[config.mk]
export PLATFORM = sky130hd
export DESIGN_NAME = redmule_stream_fifo
export DESIGN_NICKNAME = d
export VERILOG_FILES = /design/src/source/redmule_stream_fifo.sv
export SDC_FILE = /design/constraint.sdc
export NUM_CORES = 1
export LEC_CHECK = 0
export BUFFER_PORTS_ARGS = -buffer_cell sky130_fd_sc_hd__buf_2
export CAP_MARGIN = 20
export CORE_MARGIN = 2
export CORE_UTILIZATION = 24
export DETAILED_ROUTE_END_ITERATION = 6
export SLEW_MARGIN = 10
export SYNTH_ARGS = -nofsm -noshare
export SYNTH_HDL_FRONTEND = slang
export SYNTH_SLANG_ARGS = --single-unit
[constraint.sdc]
create_clock -name clk_i -period 3.75 [get_ports clk_i]
set_input_delay 0.75 -clock clk_i [delete_from_list [all_inputs] [get_ports clk_i]]
set_output_delay 0.75 -clock clk_i [all_outputs]
set_load 0.01 [all_outputs]
[src/source/redmule_stream_fifo.sv]
// First-word-fall-through stream FIFO, DEPTH must be at least 1, no flush or clear input

`timescale 1ns/1ps
`default_nettype none

module redmule_stream_fifo #(
  parameter int unsigned DEPTH = 4,
  parameter type         T     = logic
) (
  input  logic clk_i,
  input  logic rst_n_i,
  input  logic push_valid_i,
  input  T     push_data_i,
  output logic push_ready_o,
  output logic pop_valid_o,
  output T     pop_data_o,
  input  logic pop_ready_i
);

  localparam int unsigned PTR_W = (DEPTH > 1) ? $clog2(DEPTH) : 1;
  localparam int unsigned CNT_W = $clog2(DEPTH + 1);

  T                 mem_q [DEPTH];
  logic [PTR_W-1:0] wr_ptr_q;
  logic [PTR_W-1:0] rd_ptr_q;
  logic [CNT_W-1:0] count_q;
  logic             do_push;
  logic             do_pop;

  // Wrap at DEPTH, which need not be a power of two
  function automatic logic [PTR_W-1:0] next_ptr(input logic [PTR_W-1:0] ptr);
    return (ptr == PTR_W'(DEPTH - 1)) ? '0 : ptr + 1'b1;
  endfunction

  assign push_ready_o = (count_q != CNT_W'(DEPTH));
  assign pop_valid_o  = (count_q != '0);
  assign pop_data_o   = mem_q[rd_ptr_q];

  assign do_push = push_valid_i && push_ready_o;
  assign do_pop  = pop_valid_o && pop_ready_i;

  always_ff @(posedge clk_i) begin
    if (!rst_n_i) begin
      wr_ptr_q <= '0;
      rd_ptr_q <= '0;
      count_q  <= '0;
    end else begin
      if (do_push) wr_ptr_q <= next_ptr(wr_ptr_q);
      if (do_pop) rd_ptr_q <= next_ptr(rd_ptr_q);
      case ({do_push, do_pop})
        2'b10:   count_q <= count_q + 1'b1;
        2'b01:   count_q <= count_q - 1'b1;
        default: count_q <= count_q;
      endcase
    end
  end

  // Storage only
  always_ff @(posedge clk_i) begin
    if (do_push) mem_q[wr_ptr_q] <= push_data_i;
  end

  a_count_bound: assert property (@(posedge clk_i) disable iff (!rst_n_i)
    count_q <= CNT_W'(DEPTH))
    else $error("fifo occupancy above depth");

  // Empty means the read pointer has caught up with the write pointer
  a_no_underflow: assert property (@(posedge clk_i) disable iff (!rst_n_i)
    (count_q == '0) |-> (rd_ptr_q == wr_ptr_q))
    else $error("fifo read pointer out of step with an empty fifo");

endmodule : redmule_stream_fifo

`default_nettype wire

Word-level counts from Yosys, hierarchy flattened
Memory sizes are Yosys's and may differ from the RTL's. A register that Yosys moved wholly into a read port is not among the register bits.
Index checks and enable logic that the tools add are counted.
{"block": "totals", "wordCells": 24, "mem_bits_rw": 4, "reg_bits": 7, "n_memories": 1}
{"name": "mem_q", "depth": 4, "width": 1, "read_ports": 1, "rd_clocked_by_memory_dff": 1, "wr": 1, "line_no": "23", "source": "T mem_q [DEPTH];"}
{"block": "op_classes", "add_sub_neg": 4, "n_eq_ne": 5, "muxes": 7, "n_reduce_logical": 4}
{"cell": "2-bit two-way mux", "n": 4}
{"cell": "2-bit equality test (second input constant)", "n": 3}
{"cell": "3-bit one-hot mux with 2 select lines", "n": 1}
{"cell": "2-bit by 1-bit adder with 2-bit output (second input constant)", "n": 2}
{"cell": "3-bit by 1-bit adder with 3-bit output (second input constant)", "n": 1}
{"cell": "3-bit != test (second input constant)", "n": 1}
{"cell": "3-bit nonzero test", "n": 1}
{"cell": "3-bit by 1-bit subtractor with 3-bit output (second input constant)", "n": 1}
{"cell": "2-bit by 1-bit equality test with 1-bit output (second input constant)", "n": 1}
{"cell": "1-bit logical AND", "n": 2}
{"cell": "1-bit two-way mux", "n": 2}
{"cell": "2-bit nonzero test", "n": 1}

Depth between registers and ports, before layout
Gate-level depths: netlist of the first run.
{"block": "logic_depth", "word_depth": 4, "ltp_mapped": 10, "mapped_depth_nobuf": 9}

Least setup slack after synthesis of the first run
OpenSTA, ideal clock, no wires.
{"block": "synth_path", "path_kind": "register to register", "start": "register count_q[0]", "end": "register count_q[2]", "synth_period_minus_slack_ns": 2.361, "t_required_ns": 3.680, "path_stages_with_launch": 11, "path_buffers": 1, "arrival_ns": 2.291, "path_slack_ns": 1.389, "setup_time_ns": 0.070, "cell_sequence": "dfxtp_1 > or3b_1 > buf_6 > and2_4 > inv_1 > ha_1 > inv_1 > fa_1 > xor2_1 > or3_2 > a21boi_1"}
{"block": "synth_between", "elab_chain_cells": 4}
{"element": "start, declared", "line_no": "26", "source": "logic [CNT_W-1:0] count_q;"}
{"element": "start signal, assigned", "line_no": "51", "source": "2'b10: count_q <= count_q + 1'b1;"}
{"element": "start signal, assigned", "line_no": "52", "source": "2'b01: count_q <= count_q - 1'b1;"}
{"element": "start signal, assigned", "line_no": "53", "source": "default: count_q <= count_q;"}
{"element": "3-bit != test (*)", "line_no": "35", "source": "assign push_ready_o = (count_q != CNT_W'(DEPTH));"}
{"element": "named net push_ready_o", "line_no": "14", "source": "output logic push_ready_o,"}
{"element": "1-bit logical AND (*)", "line_no": "39", "source": "assign do_push = push_valid_i && push_ready_o;"}
{"element": "2-bit by 1-bit equality test with 1-bit output or 2-bit equality test (tied branches)", "line_no": "50", "source": "case ({do_push, do_pop})"}
{"element": "3-bit one-hot mux with 2 select lines or 2-bit nonzero test (tied branches)"}
Mark *: on every way through the listed nets, which the timed path passes. The rest lies on a longest branch.
A chain may end at the register's enable or synchronous reset.

Worst setup path after layout of the first run
{"block": "layout_path", "start": "register count_q[2]", "end": "register count_q[2]"}
{"block": "layout_between", "elab_chain_cells": 4}
{"element": "3-bit != test or 3-bit nonzero test (tied branches)", "line_no": "35, 36"}
{"element": "1-bit logical AND, on equally long branches", "line_no": "39, 40"}
{"element": "2-bit by 1-bit equality test with 1-bit output or 2-bit equality test (tied branches)", "line_no": "50"}
{"element": "3-bit one-hot mux with 2 select lines or 2-bit nonzero test (tied branches)"}
Several ways; a longest one is shown, not always the timed one.

==> impl_metrics.env, run 1 <==
export IMPL_timing_fmax_ghz=0.406
export IMPL_cts_htree_levels=1
export IMPL_setup_viol_count_final=0
export IMPL_syn_avg_cell_area_um2=10.6
export IMPL_drt_iter0_drc=5
export IMPL_yosys_area_share_simple_pct=18.6
export IMPL_antenna_found_initial=0
export IMPL_period_share_pct=65.7
export IMPL_met1_length_um=412
export IMPL_synth_compound_area_share_pct=6.19
export IMPL_grt_pass1_vias=382
export IMPL_end_kind="flip-flop"
export IMPL_clock_sinks=13
export IMPL_drive_gt1_share_pct=25.7
export IMPL_die_area_um2=3130
export IMPL_worst_ep_required_time_ns=3.97
export IMPL_setup_tns_ns=0
export IMPL_cp_start_kind="flip-flop"
export IMPL_antenna_cells=0
export IMPL_cts_tree="done"
export IMPL_synth_area_um2=647
export IMPL_core_rowCount=18
export IMPL_skew_ns=0.00668
export IMPL_drt_pass1_iterations=4
export IMPL_initial_core_util_pct=25.6
export IMPL_remaining_drc_errors=0
export IMPL_hp_class="reg2reg"
export IMPL_arrival_ns=2.68
export IMPL_fillers=273
export IMPL_overflow=0
export IMPL_hpwl_um=739
export IMPL_cts_root_buf="clkbuf_4"
export IMPL_rr_startpoint="count_q[2]"
export IMPL_port_buffers=7
export IMPL_path_clk_slew_ns=0.08
export IMPL_hold_viol_final=0
export IMPL_met3_length_um=80
export IMPL_synth_commonest_cells="9 x dfxtp_1, 7 x inv_1, 6 x ha_1, 6 x nand2_1"
export IMPL_cp_max_fo=7
export IMPL_postRouteAntennaNets=0
export IMPL_synth_flop_cell="dfxtp_1"
export IMPL_synth_ff_latch_count=13
export IMPL_ys_top_cells_by_area="dfxtp_1 28%, edfxtp_1 19%, ha_1 12%"
export IMPL_ioPinCount=8
export IMPL_yosys_area_top_type="dfxtp_1"
export IMPL_wirelength_um=961
export IMPL_drv_slew=0
export IMPL_die_y_um=55.9
export IMPL_ys_warnings_count=0
export IMPL_fin_nets=83
export IMPL_grt_max_degree=12
export IMPL_ctsHoldBuffers=0
export IMPL_wl_per_cell_um=9.61
export IMPL_post_cts_buffers=0
export IMPL_cts_made_buffers=3
export IMPL_vias_per_cell=4.22
export IMPL_topRoutingLayerUsed="met4"
export IMPL_synth_top_area_share_pct=27.9
export IMPL_cts_resized=0
export IMPL_die_width_um=55.9
export IMPL_synth_edff_count=4
export IMPL_syn2layout_area_growth_pct=13.2
export IMPL_yosysSeqAreaShare_pct=46.4
export IMPL_status="finished clean"
export IMPL_fin_total_pwr_mw=0.458
export IMPL_num_vias=422
export IMPL_dr_wl_met2_um=452
export IMPL_muxShareOfSynthArea_pct=5.03
export IMPL_place_congestion=0.672
export IMPL_cts_path_max_buffers=2
export IMPL_synth_cells=61
export IMPL_rsz0062_at_grt="no"
export IMPL_synth_xor_area_share_pct=2.71
export IMPL_grt_first_pass_wirelength_mm=1.58
export IMPL_worst_setup_path_type="reg2reg"
export IMPL_synth_cell_type_count=25
export IMPL_clock_latency_ns=0.28
export IMPL_synth_fa_ha_area_share_pct=14.7
export IMPL_critPathLaunch="count_q[2]"
export IMPL_core_area_um2=2520
export IMPL_slew_headroom_pct=62.8
export IMPL_postSynthNetCount=73
export IMPL_synth_top_family_by_area="simple AND/OR/NAND/NOR gates"
export IMPL_period_minus_slack_ns=2.46
export IMPL_track_usage_pct=6.79
export IMPL_ir_drop_mv=0.240
export IMPL_tightest_slew_ns=0.553
export IMPL_leakage_nw=0.312
export IMPL_pwr_density_cell_nw_per_um2=626
export IMPL_yosysMostFrequentCell="dfxtp_1"
export IMPL_hp_start="count_q[2]"
export IMPL_asyncSetResetFlopFracSynth_pct=0
export IMPL_cap_violations=0
[per-stage QoR]
step                worst slack, ns  instance area, um2  instances  util, %  hold WS [ns]
floorplan                      1.39                 647         61        -         0.468
global placement               1.33                 704         96     27.9         0.490
detailed placement             1.31                 704         96     27.9         0.500
CTS                            1.29                 732        100     29.0         0.514
global route                   1.18                 732        100     29.0         0.538
finish                         1.29                 732        100     29.0         0.514
[logic make-up after synthesis]
group                      Yosys count
and+or+nand+nor                     21
buffers and inverters                9
muxes                                2
DFF                                 13
xor gates and xnor gates             2
AOI/OAI and AO/OA                    7
adders and majority gates            7
[power by group]
| part | switching, mW | total, mW | internal (mW) |
|---|---|---|---|
| logic | 0.0814 | 0.164 | 0.0825 |
| clock network | 0.0473 | 0.0868 | 0.0396 |
| registers | 0.0274 | 0.207 | 0.180 |
[worst max-delay path: stages (launching register included)]
cell and delay, ns:
dfxtp_1 0.38, or3b_1 0.46, and2_4 0.21, inv_1 0.05, ha_1 0.17, inv_1 0.06, fa_1 0.37, xor2_1 0.16
or3_2 0.41, a21boi_1 0.14
[final timing paths]
check,endpoint,slack [ns],depth (start not counted)
worst max-delay path,count_q[2],1.29,9
worst min-delay path,count_q[2],0.51,2
worst max register to register,count_q[2],1.29,9
worst min register to register,count_q[2],0.51,2
[cells in the final DEF, fill, tap and decap left out, types with 2 or more instances in the layout]
master,instances
edfxtp_1,4
buf_2,7
or3_2,2
nand2_1,6
inv_1,7
ha_1,6
and3_2,3
dfxtp_1,9
nor2_1,2
nand3_1,2
o21ai_0,4
clkbuf_4,3
and2_1,2
[layer usage]
metal  GRT usage [%]  up-vias
met5               0        -
met4            3.06        0
met3            4.88        2
met2            10.2        9
met1            7.20      183
li1                -      228
[area by class of cell]
| type | count | area [um2] | area share, % |
|---|---|---|---|
| well taps | 30 | 37.5 | 5.13 |
| clock buffers | 3 | 22.5 | 3.08 |
| repair buffers | 7 | 35.0 | 4.79 |
| clock inverters | 1 | 5.00 | 0.684 |
| inverters | 7 | 26.3 | 3.59 |
| flip-flops and latches | 13 | 300 | 41.0 |
| multi-input cells | 39 | 305 | 41.7 |
Note: power is estimated with default switching activity, not from simulation.
==> run 2: changes to the inputs <==
==> constraint.sdc (replaced) <==
create_clock -name clk_i -period 2.5 [get_ports clk_i]
set_input_delay 0.5 -clock clk_i [delete_from_list [all_inputs] [get_ports clk_i]]
set_output_delay 0.5 -clock clk_i [all_outputs]
set_load 0.01 [all_outputs]
==> impl_metrics.env, run 2 (synthesized netlist as in run 1, its figures left out) <==
export IMPL_drt_iter0_drc=3
export IMPL_worst_ep_required_time_ns=2.70
export IMPL_path_clk_slew_ns=0.08
export IMPL_slew_headroom_pct=67.5
export IMPL_placed_cell_area_um2=712
export IMPL_period_minus_slack_ns=2.34
export IMPL_setup_viol_count_final=0
export IMPL_antenna_found_initial=0
export IMPL_rr_startpoint="count_q[0]"
export IMPL_leakage_nw=0.317
export IMPL_critPathMostFrequentCell="inv_1"
export IMPL_arrival_ns=2.54
export IMPL_dpl_cell_count=97
export IMPL_cp_slowest_cell="or3_2"
export IMPL_slowest_delay_ns=0.40
export IMPL_crit_path_cell_trace="or3b_1 > and2_4 > inv_1 > ha_1 > inv_1 > fa_1 > xor2_1 > or3_2 > a21boi_1"
export IMPL_grt_first_pass_wirelength_mm=1.60
export IMPL_cts_root_buf="clkbuf_4"
export IMPL_post_cts_buffers=0
export IMPL_clock_sinks=13
export IMPL_cts_htree_levels=1
export IMPL_regArea_um2=303
export IMPL_hp_start="push_data_i"
export IMPL_die_width_um=55.9
export IMPL_setup_tns_ns=0
export IMPL_clock_latency_ns=0.27
export IMPL_cpLargestDelayFamily="simple AND/OR/NAND/NOR gates"
export IMPL_vias_per_cell=4.18
export IMPL_fin_nets=84
export IMPL_wirelength_um=857
export IMPL_cp_start_kind="flip-flop"
export IMPL_fin_ws_ns=0.165
export IMPL_cap_violations=0
export IMPL_timing_fmax_ghz=0.428
export IMPL_rsz0062_at_grt="no"
export IMPL_crit_buf_inv=2
export IMPL_place_congestion=0.698
export IMPL_die_y_um=55.9
export IMPL_grt_pass1_vias=388
export IMPL_ioPinCount=8
export IMPL_critPathLaunch="count_q[0]"
export IMPL_pwr_density_cell_nw_per_um2=925
export IMPL_multi_input_area_um2=305
export IMPL_drv_slew=0
export IMPL_place_ws_ns=0.146
export IMPL_worst_setup_path_type="reg2reg"
export IMPL_ctsHoldBuffers=0
export IMPL_grt_max_degree=12
export IMPL_overflow=0
export IMPL_layout_common_cells="7 x inv_1, 7 x dfxtp_1, 7 x buf_2"
export IMPL_instances_no_fill=101
export IMPL_num_vias=422
export IMPL_tightest_slew_ns=0.484
export IMPL_cts_path_max_buffers=2
export IMPL_antenna_cells=0
export IMPL_finalCoreUtilization_pct=29.4
export IMPL_cts_made_buffers=3
export IMPL_die_area_um2=3130
export IMPL_syn2layout_area_growth_pct=14.7
export IMPL_period_share_pct=93.4
export IMPL_hpwl_um=696
export IMPL_wl_per_cell_um=8.49
export IMPL_postRouteAntennaNets=0
export IMPL_fin_area_um2=742
export IMPL_drt_pass1_iterations=4
export IMPL_fillers=282
export IMPL_initial_core_util_pct=25.6
export IMPL_remaining_drc_errors=0
export IMPL_drive_gt1_share_pct=29.6
export IMPL_timing_hold_ws_ns=0.443
export IMPL_core_area_um2=2520
export IMPL_cp_max_fo=5
export IMPL_skew_ns=0.00583
export IMPL_cts_resized=0
export IMPL_cts_tree="done"
export IMPL_port_buffers=7
export IMPL_fin_total_pwr_mw=0.687
export IMPL_hp_class="in2reg"
export IMPL_end_kind="flip-flop"
export IMPL_ir_drop_mv=0.333
export IMPL_hold_viol_final=0
export IMPL_status="finished clean"
export IMPL_core_rowCount=18
export IMPL_track_usage_pct=6.58
## run 2: final timing paths
path                      end  slack, ns  cells past startpoint
setup reg to reg   count_q[2]       0.16                      9
setup / recovery   count_q[2]       0.16                      9
hold reg to reg   wr_ptr_q[1]       0.50                      2
hold / removal       mem_q[2]       0.44                      1
## run 2: per-layer routing
layer | GRT usage, % | vias up | routed length (um)
met5 | 0 | - | 0
met4 | 3.06 | 0 | 12
met3 | 3.72 | 2 | 41
met2 | 9.86 | 7 | 400
met1 | 7.58 | 188 | 402
li1 | - | 225 | -
## run 2: layout make-up
type,instances,share of cell area (%)
clock buffer,3,3.04
sequential,13,40.8
inverter,7,3.54
tap,30,5.06
timing repair buffer,8,5.73
multi-input combinational,39,41.1
clock inverter,1,0.675
## run 2: where the power goes
group / internal, mW / leakage (nW) / total [mW] / switching, mW
logic: 0.129 / 0.188 / 0.248 / 0.119
registers: 0.272 / 0.111 / 0.315 / 0.0424
clock network: 0.0591 / 0.0177 / 0.124 / 0.0649
==> run 3: changes to the inputs <==
--- a/config.mk
+++ b/config.mk
@@ -7,9 +7,10 @@
 export LEC_CHECK = 0
 export BUFFER_PORTS_ARGS = -buffer_cell sky130_fd_sc_hd__buf_2
 export CAP_MARGIN = 20
-export CORE_MARGIN = 2
-export CORE_UTILIZATION = 24
+export CORE_AREA = 2 2 39 41
 export DETAILED_ROUTE_END_ITERATION = 6
+export DIE_AREA = 0 0 41 43
+export PLACE_DENSITY = 0.69
 export SLEW_MARGIN = 10
 export SYNTH_ARGS = -nofsm -noshare
 export SYNTH_HDL_FRONTEND = slang
==> impl_metrics.env, run 3 (synthesized netlist as in run 1, its figures left out) <==
export IMPL_status="finished clean"
export IMPL_core_rowCount=14
export IMPL_arrival_ns=2.54
export IMPL_use_met1_pct=14.2
export IMPL_end_kind="flip-flop"
export IMPL_post_cts_buffers=0
export IMPL_ioPinCount=8
export IMPL_drt_iter0_drc=1
export IMPL_antenna_found_initial=0
export IMPL_fin_nets=84
export IMPL_cts_root_buf="clkbuf_4"
export IMPL_seq_power_share_pct=45.3
export IMPL_drt_pass1_iterations=2
export IMPL_wirelength_um=888
export IMPL_cts_tree="done"
export IMPL_initial_core_util_pct=46.7
export IMPL_track_usage_pct=13.8
export IMPL_period_minus_slack_ns=2.34
export IMPL_grt_max_degree=12
export IMPL_vias_per_cell=4.85
export IMPL_p_sw_mw=0.230
export IMPL_timing_fmax_ghz=0.428
export IMPL_finalCoreUtilization_pct=52.4
export IMPL_switching_share_pct=33.0
export IMPL_antenna_cells=0
export IMPL_rsz0062_at_grt="no"
export IMPL_slew_headroom_pct=66.3
export IMPL_die_area_um2=1760
export IMPL_multi_input_area_um2=308
export IMPL_remaining_drc_errors=0
export IMPL_cap_violations=0
export IMPL_cts_htree_levels=1
export IMPL_period_share_pct=93.5
export IMPL_combPwrFrac_pct=36.5
export IMPL_cts_path_max_buffers=2
export IMPL_clock_sinks=13
export IMPL_drive_gt1_share_pct=29.6
export IMPL_hold_viol_final=0
export IMPL_ir_drop_mv=0.483
export IMPL_overflow=0
export IMPL_syn2layout_area_growth_pct=12.2
export IMPL_fillers=125
export IMPL_busiest_layer="met2"
export IMPL_cp_start_kind="flip-flop"
export IMPL_p_int_mw=0.466
export IMPL_pwr_density_cell_nw_per_um2=959
export IMPL_postRouteAntennaNets=0
export IMPL_core_area_um2=1380
export IMPL_wl_per_cell_um=10.2
export IMPL_leakage_nw=0.317
export IMPL_hp_class="in2reg"
export IMPL_gr_usage_met3_pct=3.14
export IMPL_pwr_share_clk_pct=18.1
export IMPL_num_vias=422
export IMPL_die_width_um=41
export IMPL_tightest_slew_ns=0.502
export IMPL_worst_setup_path_type="reg2reg"
export IMPL_ctsHoldBuffers=0
export IMPL_cts_made_buffers=3
export IMPL_clock_latency_ns=0.27
export IMPL_place_congestion=0.763
export IMPL_setup_tns_ns=0
export IMPL_hpwl_um=714
export IMPL_path_clk_slew_ns=0.08
export IMPL_grt_first_pass_wirelength_mm=1.62
export IMPL_setup_viol_count_final=0
export IMPL_grt_pass1_vias=436
export IMPL_worst_ep_required_time_ns=2.70
export IMPL_skew_ns=0.00173
export IMPL_regArea_um2=303
export IMPL_drv_slew=0
export IMPL_port_buffers=7
export IMPL_fin_total_pwr_mw=0.696
export IMPL_cp_max_fo=5
export IMPL_die_y_um=43
export IMPL_layout_common_cells="7 x inv_1, 7 x dfxtp_1, 7 x buf_2"
export IMPL_grtUsageMet2_pct=22.5
## run 3: area by class of cell
cell class | count | area share [%]
multi-input cells | 39 | 42.4
inverters | 7 | 3.62
flip-flops and latches | 13 | 41.7
well taps | 16 | 2.76
repair buffers | 8 | 5.86
clock buffers | 4 | 3.62
## run 3: final timing paths
path	to	slack, ns	cells past startpoint	start
max reg2reg	count_q[2]	0.16	9	count_q[0]
min	mem_q[2]	0.45	1	push_data_i
max	count_q[2]	0.16	9	count_q[0]
min reg2reg	count_q[2]	0.50	2	count_q[2]
## run 3: power by group through the flow
stage	logic (mW)	registers, mW	clock network (mW)
floorplan	0.202	0.306	0
global placement	0.247	0.316	0
detailed placement	0.255	0.318	0
CTS	0.255	0.313	0.131
global route	0.298	0.325	0.138
finish	0.254	0.315	0.126
## run 3: timing repair
action | 4_1_cts | 5_1_grt
setup endpoints to repair | 0 | 1
hold endpoints to repair | 0 | 0
resized for setup | 0 | 3
## run 3: worst max-delay path: stages (launching register included)
cell and delay [ns]:
dfxtp_2 0.35, or3b_4 0.40, and2_4 0.18, inv_1 0.05, ha_1 0.18, inv_1 0.06
fa_1 0.37, xor2_1 0.15, or3_2 0.40, a21boi_1 0.14
## run 3: routing by layer
metal  up-vias  wire length (um)
met5         -                 0
met4         0                13
met3         2                23
met2         4               454
met1       192               397
li1        224                 -
## run 3: stage by stage
step | area (um2) | std cells | worst slack [ns] | hold WS (ns)
3_5_place_dp | 694 | 83 | 0.126 | 0.502
4_1_cts | 721 | 87 | 0.111 | 0.442
3_3_place_gp | 694 | 83 | 0.167 | 0.486
6_report | 726 | 87 | 0.163 | 0.449
2_1_floorplan | 647 | 61 | 0.139 | 0.468
5_1_grt | 726 | 87 | 0.00880 | 0.445
