**src/common/redmule_pkg.sv**
```systemverilog
// Datapath types for a fixed 4x4 tile with 16-bit unsigned elements that wrap modulo 2^16

`default_nettype none

package redmule_pkg;

  // Array geometry
  // ARRAY_W is the number of rows of Z, X and Y
  // ARRAY_H is the number of columns of Z, W and Y
  localparam int unsigned ARRAY_W = 4;
  localparam int unsigned ARRAY_H = 4;

  // Element and job length widths
  localparam int unsigned ELEM_W = 16;
  localparam int unsigned K_W    = 8;

  // One unsigned element
  typedef logic [ELEM_W-1:0] elem_t;

  // One X column per beat, element i feeds array row i
  typedef elem_t [ARRAY_W-1:0] x_col_t;

  // One W, Y or Z row per beat, element j feeds array column j
  typedef elem_t [ARRAY_H-1:0] row_t;

  // Selects one array row
  typedef logic [$clog2(ARRAY_W)-1:0] row_idx_t;

endpackage : redmule_pkg

`default_nettype wire

```
**src/common/redmule_ctrl_pkg.sv**
```systemverilog
// Control encodings between scheduler and engine, only NOP, LOAD_BIAS and MAC are legal ops

`default_nettype none

package redmule_ctrl_pkg;

  import redmule_pkg::*;

  // Job phases
  typedef enum logic [1:0] {
    IDLE    = 2'd0,
    LOAD_Y  = 2'd1,
    COMPUTE = 2'd2,
    STORE   = 2'd3
  } sched_state_e;

  // Engine operations, encoding 3 is unused
  typedef enum logic [1:0] {
    NOP       = 2'd0,
    LOAD_BIAS = 2'd1,
    MAC       = 2'd2
  } eng_op_e;

  // Command word, row is used by LOAD_BIAS and by readout
  typedef struct packed {
    eng_op_e  op;
    row_idx_t row;
  } eng_cmd_t;

endpackage : redmule_ctrl_pkg

`default_nettype wire

```
**src/source/redmule_scheduler.sv**
```systemverilog
// Job FSM for one full 4x4 tile, start is ignored unless idle, K = 0 skips straight to store

`timescale 1ns/1ps
`default_nettype none

module redmule_scheduler
  import redmule_pkg::*;
  import redmule_ctrl_pkg::*;
(
  input  logic           clk_i,
  input  logic           rst_n_i,
  input  logic           start_i,
  input  logic [K_W-1:0] k_len_i,
  input  logic           x_valid_i,
  input  logic           w_valid_i,
  input  logic           y_valid_i,
  input  logic           z_ready_i,
  output logic           x_ready_o,
  output logic           w_ready_o,
  output logic           y_ready_o,
  output logic           z_valid_o,
  output eng_cmd_t       cmd_o,
  output logic           busy_o,
  output logic           done_o
);

  sched_state_e   state_q;
  sched_state_e   state_d;
  row_idx_t       row_q;
  row_idx_t       row_d;
  logic [K_W-1:0] step_q;
  logic [K_W-1:0] step_d;
  logic           last_row;
  logic           xw_valid;

  assign last_row = (row_q == row_idx_t'(ARRAY_W - 1));
  assign xw_valid = x_valid_i && w_valid_i;

  always_comb begin
    state_d   = state_q;
    row_d     = row_q;
    step_d    = step_q;
    x_ready_o = 1'b0;
    w_ready_o = 1'b0;
    y_ready_o = 1'b0;
    z_valid_o = 1'b0;
    done_o    = 1'b0;
    cmd_o     = '{op: NOP, row: row_q};

    case (state_q)
      IDLE: begin
        if (start_i) begin
          state_d = LOAD_Y;
          row_d   = '0;
          step_d  = k_len_i;
        end
      end
      LOAD_Y: begin
        y_ready_o = 1'b1;
        if (y_valid_i) begin
          cmd_o.op = LOAD_BIAS;
          row_d    = row_q + 1'b1;
          if (last_row) state_d = (step_q == '0) ? STORE : COMPUTE;
        end
      end
      COMPUTE: begin
        // X and W only leave their FIFOs as a pair
        x_ready_o = xw_valid;
        w_ready_o = xw_valid;
        if (xw_valid) begin
          cmd_o.op = MAC;
          step_d   = step_q - 1'b1;
          if (step_q == K_W'(1)) state_d = STORE;
        end
      end
      STORE: begin
        z_valid_o = 1'b1;
        if (z_ready_i) begin
          row_d = row_q + 1'b1;
          if (last_row) begin
            state_d = IDLE;
            done_o  = 1'b1;
          end
        end
      end
      default: state_d = IDLE;
    endcase
  end

  // Drops together with done
  assign busy_o = (state_q != IDLE) && !done_o;

  always_ff @(posedge clk_i) begin
    if (!rst_n_i) begin
      state_q <= IDLE;
      row_q   <= '0;
      step_q  <= '0;
    end else begin
      state_q <= state_d;
      row_q   <= row_d;
      step_q  <= step_d;
    end
  end

  a_done_pulse: assert property (@(posedge clk_i) disable iff (!rst_n_i)
    done_o |=> !done_o)
    else $error("done held for two cycles");

  a_xw_paired: assert property (@(posedge clk_i) disable iff (!rst_n_i)
    x_ready_o == w_ready_o)
    else $error("x and w ready differ");

endmodule : redmule_scheduler

`default_nettype wire

```
**config.mk**
```make
export PLATFORM = sky130hd
export DESIGN_NAME = redmule_scheduler
export DESIGN_NICKNAME = d
export VERILOG_FILES = /design/src/common/redmule_pkg.sv /design/src/common/redmule_ctrl_pkg.sv /design/src/source/redmule_scheduler.sv
export SDC_FILE = /design/constraint.sdc
export NUM_CORES = 1
export LEC_CHECK = 0
export ABC_AREA = 1
export BUFFER_PORTS_ARGS = -buffer_cell sky130_fd_sc_hd__buf_2
export CAP_MARGIN = 20
export CORE_MARGIN = 2
export CORE_UTILIZATION = 56
export CTS_CLUSTER_SIZE = 40
export DETAILED_ROUTE_END_ITERATION = 8
export MAX_ROUTING_LAYER = met4
export PLACE_DENSITY = 0.87
export SYNTH_ARGS = -nofsm -noshare
export SYNTH_HDL_FRONTEND = slang
export SYNTH_SLANG_ARGS = --single-unit
```
**constraint.sdc**
```tcl
create_clock -name clk_i -period 5.1 [get_ports clk_i]
set_clock_uncertainty 0.15 [all_clocks]
set_input_delay 0.51 -clock clk_i [delete_from_list [all_inputs] [get_ports clk_i]]
set_output_delay 0.51 -clock clk_i [all_outputs]
set_load 0.1 [all_outputs]
```
# Word level (Yosys, flattened, before mapping)

Cells that the tools add are included.

Register bits after elaboration: 12
Input port bits: 15
Output and inout bits: 10
Word-level logic and storage cells: 53

Add/sub/neg operators: 2
Equal/unequal tests: 12
Mux-type cells: 25
Reduce and logical (&&, ||, !) cells: 11

Operator list:

| cell                | count |
|---|---|
| $mux 2              | 11 |
| $mux 8              | 2 |
| $pmux 8 s2          | 1 |
| $ne 2x2->1 const B  | 7 |
| $eq 8x1->1 const B  | 1 |
| $logic_not 8->1     | 1 |
| $mux 1              | 8 |
| $pmux 2 s4          | 1 |
| $sub 8x1->8 const B | 1 |
| $reduce_and 7->1    | 1 |
| $eq 2x2->1 const B  | 3 |
| $pmux 2 s3          | 1 |
| $pmux 2 s2          | 1 |
| $reduce_and 4->1    | 1 |
| $reduce_bool 2->1   | 2 |
| $reduce_and 3->1    | 1 |
| $reduce_bool 3->1   | 1 |
| $add 2x1->2 const B | 1 |
| $eq 2x1->1 const B  | 1 |
| $logic_and 1x1->1   | 2 |
| $logic_not 2->1     | 1 |
| $logic_not 1->1     | 1 |

# Logic depth before layout (Yosys ltp)

Gate-level depths: netlist of the first run.

Depth in word-level cells: 6
Mapped depth: 9
Gate-level depth less buffers: 9

# Least setup slack after synthesis of the first run

OpenSTA, ideal clock, no wires.

Path kind: reg-to-output
Start: reg state_q[0]
End: out cmd_o[3] (netlist bit)
Arrival time: 3.152 ns
Required time: 4.440 ns
Setup slack: 1.288 ns
Cell stages (with the launch flop): 6
Path buffers: 1
Cell sequence: dfxtp_1 > inv_1 > ha_1 > inv_2 > buf_6 > nor3b_1

RTL lines:

| what                   | RTL line                | RTL |
|---|---|---|
| from (decl)            | redmule_scheduler.sv:27 | `sched_state_e state_q;` |
| from (signal assigned) | redmule_scheduler.sv:99 | `state_q <= state_d;` |
| to (decl)              | redmule_scheduler.sv:22 | `output eng_cmd_t cmd_o,` |

==> metrics, run 1 <==
R2R Setup Slk 3.11 ns; n_diodes 0; Root Driver clkbuf_4; status completed; Final Cycle Share 58.2%; via count 1,008; yosys warns 0; Avg Cell Area, Syn 6.81 sq um; worst slew pin tran 0.615 ns; post-synth top area cell dfxtp_1; CP required 4.44 ns; Worst EP arrival 2.31 ns; most frequent cell after synthesis nand2_1; row count 15; number of gates resized after CTS 0; Reg-to-Reg Start state_q[0]; die area 2150 sq um; Setup CP Type reg -> out; r2r endpoint step_q[1]; Max clock buf depth 2; Pre-Repair DR Iteration Count 4; predominant post-synthesis flop cell dfxtp_1; NumNets Final around 200; initial antenna violation count 0; Hold Crit Class reg -> reg; core area between 1500 and 2000 sq um; Num Clock Sinks 12; CP endpoint cmd_o[3]; #FFs+latches synth 12; Die W 46.4 um; Post-Syn Nets roughly 170; GR Util All Layers 24.0%; Placer Congestion 0.866; Routed WL 2280 um; Die H 46.4 um; Min Clock Period, post-route just under 3 ns; wire length per cell 11.5 um; vias in the first global route 913; Max Fanout on Critical Path 13; final setup TNS 0 ns; vias per cell just over 5; CTS clk-pin slew, worst paths 0.08 ns; CTS buffer count 3; Final Hold Fails 0; largest net degree at the start of global routing 14; sequential fraction of the synthesis area 23.9%; CTS Hold Bufs 0; Clk Latency, worst-skew pair 0.28 ns; Slew Limit Fails 0; layout cells sized above 1 a little over a quarter; Setup violations, final 0; Iteration-0 DRC Markers 19; Post-synth EDFFs 0; Initial Utilization approximately three fifths; # Post-CTS Setup Buffers 0; max cap viols 0; largest cells by area after synthesis dfxtp_1, ha_1, nand2_1, inv_1, nor2_1; Synth top cells by count nand2_1, inv_1, nor2_1; Synth Cell Area roughly 1000 sq um; total I/O pin count 25; CP Launch Point state_q[0]; Synth top area share between 20% and 30%; Setup crit end kind output pin; Fmax 337 MHz; Routed Antenna Nets 0; DRC viols 0; grt ovf 0; Worst Reg-to-Reg Cells 7; startpoint types flip-flop; ys async rst share 0%; RSZ-0062 raised after global routing false; CTS tree built; Synth Instances 148; slew margin rel. ~59%; post-synth cell types 22; HPWL reported at the end of detailed placement around 1700 um; first-pass GRT wire length about 3600 um; P&R area growth vs syn 15.7%; htree depth 1; count of buffers from port buffering 24
-- worst min path at each step --
stage	endpoint	startpoint	depth (start not counted)
3_5_place_dp	step_q[6]	step_q[6]	2
6_report	step_q[6]	step_q[6]	2
5_1_grt	step_q[6]	step_q[6]	2
4_1_cts	step_q[6]	step_q[6]	2
3_3_place_gp	step_q[6]	step_q[6]	2
2_1_floorplan	step_q[7]	step_q[7]	2
-- area by class of cell --
cell class / instances / area [sq um]
multi-input cells: 111 / 654
fillers: 148 / 543
flip-flops and latches: 12 / 240
repair buffers: 24 / 120
inverters: 22 / 82.6
clock buffers: 4 / 36.3
well taps: 25 / 31.3
-- layout by cell type (no fill, tap or decap), drive strengths merged --
master	Yosys	layout
ha	10	10
nor3b	1	1
buf	3	24
o211ai	2	2
inv	22	22
clkbuf	0	4
nor2	23	23
nand4	2	2
and2	1	1
dfxtp	12	12
nand3	7	7
a21oi	9	9
o21ai	22	22
nand2	34	34
-- routing by layer --
metal | track usage [%] | share of wire [%] | vias to the layer above
met4 | 11.4 | 1.7 | 0
li1 | - | - | 519
met1 | 25.4 | 44 | 439
met3 | 6.27 | 5.7 | 10
met5 | - | 0 | -
met2 | 41.1 | 49 | 40
-- critical path: stages, from the launching register on --
cell and delay [ns]:
dfxtp_1 0.35, inv_1 0.17, ha_1 0.58, inv_2 0.24, nor3b_1 0.23, buf_2 0.45
-- stage by stage --
step / cells / hold slack (ns) / setup WS, ns / utilization, % / instance area [sq um]
5_1_grt: 198 / 0.367 / 1.96 / 68.2 / 1160
3_5_place_dp: 194 / 0.333 / 2.47 / 66.1 / 1130
6_report: 198 / 0.343 / 2.13 / 68.2 / 1160
2_1_floorplan: 148 / 0.305 / 1.29 / - / 1010
4_1_cts: 198 / 0.343 / 2.13 / 68.2 / 1160
3_3_place_gp: 194 / 0.319 / 2.52 / 66.1 / 1130
-- kinds of logic after synthesis --
kind of cell               share of synthesized area [%]
AOI/OAI and AO/OA                                   20.2
adders and majority gates                           12.4
buffers and inverters                               11.2
DFF                                                 23.9
and+or+nand+nor                                     32.3
-- sequential cells by signal, indices dropped and copies added (netlist names) --
register,count
step_q,8
row_q,2
state_q,2
Power of run 1 is not shown: default switching activity piles up to over one toggle a cycle in this logic, so the estimate is an artifact.
==> run 2, diff against run 1 <==
--- a/config.mk
+++ b/config.mk
@@ -9,11 +9,11 @@
 export BUFFER_PORTS_ARGS = -buffer_cell sky130_fd_sc_hd__buf_2
 export CAP_MARGIN = 20
 export CORE_MARGIN = 2
-export CORE_UTILIZATION = 56
+export CORE_UTILIZATION = 47
 export CTS_CLUSTER_SIZE = 40
 export DETAILED_ROUTE_END_ITERATION = 8
 export MAX_ROUTING_LAYER = met4
-export PLACE_DENSITY = 0.87
+export PLACE_DENSITY = 0.79
 export SYNTH_ARGS = -nofsm -noshare
 export SYNTH_HDL_FRONTEND = slang
 export SYNTH_SLANG_ARGS = --single-unit
==> constraint.sdc (replaced) <==
create_clock -name clk_i -period 2.6 [get_ports clk_i]
set_clock_uncertainty 0.15 [all_clocks]
set_input_delay 0.26 -clock clk_i [delete_from_list [all_inputs] [get_ports clk_i]]
set_output_delay 0.26 -clock clk_i [all_outputs]
set_load 0.1 [all_outputs]
==> metrics, run 2 (synthesis results as in run 1) <==
status completed; commonest cells after routing, fill and taps aside nand2_1, buf_2, inv_1; met3 global-route usage 4.17%; Pre-Repair DR Iteration Count 4; startpoint types flip-flop; Final Cycle Share 82.1%; initial antenna violation count 0; max cap viols 0; CP max stage cell buf_2; slew margin rel. about two thirds; htree depth 1; Max Fanout on Critical Path 6; Routed WL 2170 um; row count 16; Final Hold Fails 0; Min Clock Period, post-route 2.13 ns; vias per cell 5.05; count of buffers from port buffering 24; Largest register FFs 8; Place WS 0.775 ns; vias in the first global route between 800 and 900; first-pass GRT wire length 3710 um; n_diodes 0; Setup violations, final 0; Setup CP Type reg -> out; Placer Congestion 0.849; CP required approximately 2.2 ns; Clk Latency, worst-skew pair 0.28 ns; commonest non-fill, non-tap cell in the layout nand2_1; # Post-CTS Setup Buffers 0; total I/O pin count 25; R2R Setup Slk 0.76 ns; layout cells sized above 1 29.3%; die area 2530 sq um; worst setup margin 0.466 ns; Die H 50.3 um; core area 1980 sq um; crit-path most repeated cell inv_1; CTS Hold Bufs 0; Num Clock Sinks 12; Hold Crit Class in -> reg; critical path, cell by cell inv_1 > ha_1 > inv_1 > o21ai_0 > inv_1 > buf_2; Initial Utilization 50.8%; most flop-heavy register step_q; Iteration-0 DRC Markers 25; P&R area growth vs syn 20.1%; Regs by FF count step_q (8), row_q (2), state_q (2); Max clock buf depth 2; GRT busiest layer met2; worst slew pin tran 0.486 ns; Routed Antenna Nets 0; GR Util All Layers between 10% and 20%; Setup crit end kind output pin; NumNets Final 200; Worst path max stage delay a little over 0.4 ns; grt met1 use 23.8%; grt ovf 0; Fmax 469 MHz; final setup TNS 0 ns; Worst EP arrival roughly 1.7 ns; Slew Limit Fails 0; CTS clk-pin slew, worst paths 0.08 ns; wire length per cell 10.8 um; RSZ-0062 raised after global routing false; HPWL reported at the end of detailed placement 1710 um; met2 usage 32.0%; CTS tree built; DRC viols 0; largest net degree at the start of global routing 14; Root Driver clkbuf_4; via count between 1,000 and 1,500; CTS buffer count 3; number of gates resized after CTS 0; Die W 50.3 um
-- run 2: layer usage --
metal / up-vias / part of all wire (%)
met5: - / 0
met4: 0 / 1.8
met3: 5 / 6.6
met2: 35 / 47
met1: 448 / 45
li1: 527 / -
-- run 2: worst paths after layout --
| check | startpoint | endpoint | cells past startpoint |
|---|---|---|---|
| worst min-delay path | rst_n_i | state_q[0] | 3 |
| worst max register to register | state_q[0] | step_q[3] | 9 |
| worst min register to register | step_q[6] | step_q[6] | 2 |
| worst max-delay path | state_q[0] | busy_o | 6 |
-- run 2: critical path: cells and delay by family (launching register included) --
family	cells	cell delay, ns
compound gates	1	0.08
fa+ha+maj	1	0.30
buf+inv	4	0.67
flops	1	0.38
-- run 2: layout make-up --
class	instances	area, sq um
fillers	183	772
multi-input cells	111	674
flip-flops and latches	12	240
repair buffers	25	143
inverters	22	82.6
clock buffers	4	36.3
well taps	27	33.8
-- run 2: through the flow --
step,hold slack (ns),utilization [%],std cells,cell area [sq um]
floorplan,0.233,-,148,1030
global placement,0.320,59.2,197,1170
detailed placement,0.324,59.2,197,1170
CTS,0.109,61.0,201,1210
global route,0.131,61.0,201,1210
finish,0.117,61.0,201,1210
Power of run 2 is left out for the same reason.
==> run 3, diff against run 2 <==
--- a/config.mk
+++ b/config.mk
@@ -5,15 +5,15 @@
 export SDC_FILE = /design/constraint.sdc
 export NUM_CORES = 1
 export LEC_CHECK = 0
-export ABC_AREA = 1
+export ABC_AREA = 0
 export BUFFER_PORTS_ARGS = -buffer_cell sky130_fd_sc_hd__buf_2
 export CAP_MARGIN = 20
 export CORE_MARGIN = 2
-export CORE_UTILIZATION = 47
+export CORE_UTILIZATION = 51
 export CTS_CLUSTER_SIZE = 40
 export DETAILED_ROUTE_END_ITERATION = 8
 export MAX_ROUTING_LAYER = met4
-export PLACE_DENSITY = 0.79
+export PLACE_DENSITY = 0.82
 export SYNTH_ARGS = -nofsm -noshare
 export SYNTH_HDL_FRONTEND = slang
 export SYNTH_SLANG_ARGS = --single-unit
==> constraint.sdc (replaced) <==
create_clock -name clk_i -period 2 [get_ports clk_i]
set_clock_uncertainty 0.15 [all_clocks]
set_input_delay 0.2 -clock clk_i [delete_from_list [all_inputs] [get_ports clk_i]]
set_output_delay 0.2 -clock clk_i [all_outputs]
set_load 0.1 [all_outputs]
==> metrics, run 3 <==
status completed; Initial Utilization 53.8%; Post-Syn Nets 136; Final Hold Fails 0; Placed Cells incl. Taps 160; r2r endpoint row_q[0]; Synth Instances 111; Clk Latency, worst-skew pair 0.27 ns; initial antenna violation count 0; Peak supply drop 1.03 mV; layout cells sized above 1 slightly below 40%; CTS Hold Bufs 0; count of buffers from port buffering 24; commonest cells after routing, fill and taps aside buf_2, dfxtp_1, inv_1, a21oi_1; Setup violations, final 0; Setup crit end kind output pin; core area approximately 1700 sq um; Num Clock Sinks 12; Die H about 47 um; Regs by FF count step_q (8), row_q (2), state_q (2); Max clock buf depth 2; P&R area growth vs syn 31.9%; Final Cycle Share 97.0%; # Post-CTS Setup Buffers 0; CP endpoint done_o; predominant post-synthesis flop cell dfxtp_1; wire length per cell around 13 um; NumNets Final 165; vias in the first global route 806; post-synth top area cell dfxtp_1; total I/O pin count 25; Pre-Repair DR Iteration Count 4; row count 15; Fin Hold WS 0.102 ns; Hold Crit Class in -> reg; final instance area 1220 sq um; RSZ-0062 raised after global routing true; Pwr per Cell Area ~1600 nW/um^2; htree depth 1; first-pass GRT wire length 3390 um; Worst Reg-to-Reg Cells 7; Min Clock Period, post-route between 1.5 and 2 ns; fin util approximately 70%; Max Fanout on Critical Path 5; Routed Antenna Nets 0; CP required 1.65 ns; Post-synth EDFFs 0; die area 2180 sq um; max cap viols 0; Leak 0.547 nW; worst slew pin tran 0.486 ns; GR Util All Layers 23.0%; slew margin rel. 67.8%; CTS clk-pin slew, worst paths 0.07 ns; Setup CP Type reg -> out; critical path, cell by cell buf_4 > ha_2 > and3_4 > buf_2; commonest non-fill, non-tap cell in the layout buf_2; grt ovf 0; Avg Cell Area, Syn 8.36 sq um; via count 883; placed cell area between 1000 and 1500 sq um; CP max stage cell buf_2; Fmax 516 MHz; Die W 46.7 um; sequential fraction of the synthesis area 25.9%; Synth top area share roughly a quarter; Reg-to-Reg Start state_q[1]; most frequent cell after synthesis dfxtp_1; Routed WL 2050 um; HPWL reported at the end of detailed placement ~1600 um; largest cells by area after synthesis dfxtp_1, ha_1, a21oi_1, mux2i_1, inv_1; Root Driver clkbuf_4; number of gates resized after CTS 0; vias per cell 5.38; final setup TNS 0 ns; worst hold path depth 3; #FFs+latches synth 12; R2R Setup Slk 0.16 ns; startpoint types flip-flop; Synth top cells by count dfxtp_1, ha_1, inv_1; yosys warns 0; CTS buffer count 3; post-synth cell types 34; Iteration-0 DRC Markers 11; ys async rst share 0%; Post-Layout Cell Count 164; Worst EP arrival between 1.5 and 2 ns; CTS tree built; Slew Limit Fails 0; Worst path max stage delay 0.42 ns; largest net degree at the start of global routing 17; CP Launch Point state_q[0]; DRC viols 0; Largest register FFs 8; n_diodes 0; Synth Cell Area 928 sq um; most flop-heavy register step_q; Placer Congestion 0.779
==> run 3: changes by cell type in the layout (fill, tap and decap cells not counted), moves of 4 or more <==
cell and change:
o21ai_1 -10, nand2_1 -24, nor2_1 -7, buf_4 +4
nor2_2 -5, nand2b_1 +4, nand3_1 -4, o21ai_2 -4
mux2i_1 +4, inv_1 -12
==> run 3: critical path: cells and delay by family (launching register included) <==
kind | cells | cell delay (ns)
adder cells (fa/ha/maj) | 1 | 0.19
buffers and inverters | 2 | 0.57
flip-flops | 1 | 0.36
AND/OR/NAND/NOR | 1 | 0.20
==> run 3: cells by family (layout without fill, tap and decap cells) <==
kind of cell / Yosys count / in the layout / share of synthesized area [%]
multiplexers: 4 / 4 / 4.31
buffers and inverters: 14 / 42 / 6.74
adder cells (fa/ha/maj): 10 / 10 / 13.5
AND/OR/NAND/NOR: 40 / 40 / 24.4
flip-flops: 12 / 12 / 25.9
AO/OA/AOI/OAI: 31 / 31 / 25.2
==> run 3: metal layers <==
metal | vias to the layer above | part of all wire (%) | global-route usage, %
met1 | 409 | 45 | 27.6
met2 | 23 | 50 | 35.8
met5 | - | 0 | -
met4 | 0 | 1.1 | 10.0
li1 | 449 | - | -
met3 | 2 | 4.3 | 6.27
==> run 3: how the worst min path moves through the flow <==
| stage | start | slack (ns) | end |
|---|---|---|---|
| after floorplan | k_len_i[0] | 0.24 | step_q[0] |
| after global placement | row_q[1] | 0.32 | row_q[1] |
| after detailed placement | row_q[1] | 0.34 | row_q[1] |
| after CTS | k_len_i[0] | 0.1 | step_q[0] |
| after global routing | rst_n_i | 0.09 | step_q[3] |
| final | rst_n_i | 0.10 | state_q[1] |
==> run 3: layout make-up <==
cell class	count	area (sq um)
fillers	132	502
clock buffers	4	36.3
flip-flops and latches	12	244
well taps	25	31.3
repair buffers	29	218
inverters	9	33.8
multi-input cells	85	662
==> run 3: power by group <==
group          switching [mW]  internal [mW]
Combinational           0.814          0.536
Clock                  0.0823          0.111
Sequential             0.0899          0.331
Total                   0.986          0.977
==> run 3: through the flow <==
step           setup WS (ns)  power, mW
6_report              0.0602       1.96
5_1_grt             -0.00565       2.12
4_1_cts              -0.0170       1.95
3_5_place_dp         0.00184       1.74
3_3_place_gp          0.0998       1.70
2_1_floorplan        -0.0184       1.45
No activity file was read; power rests on OpenSTA's default activity.
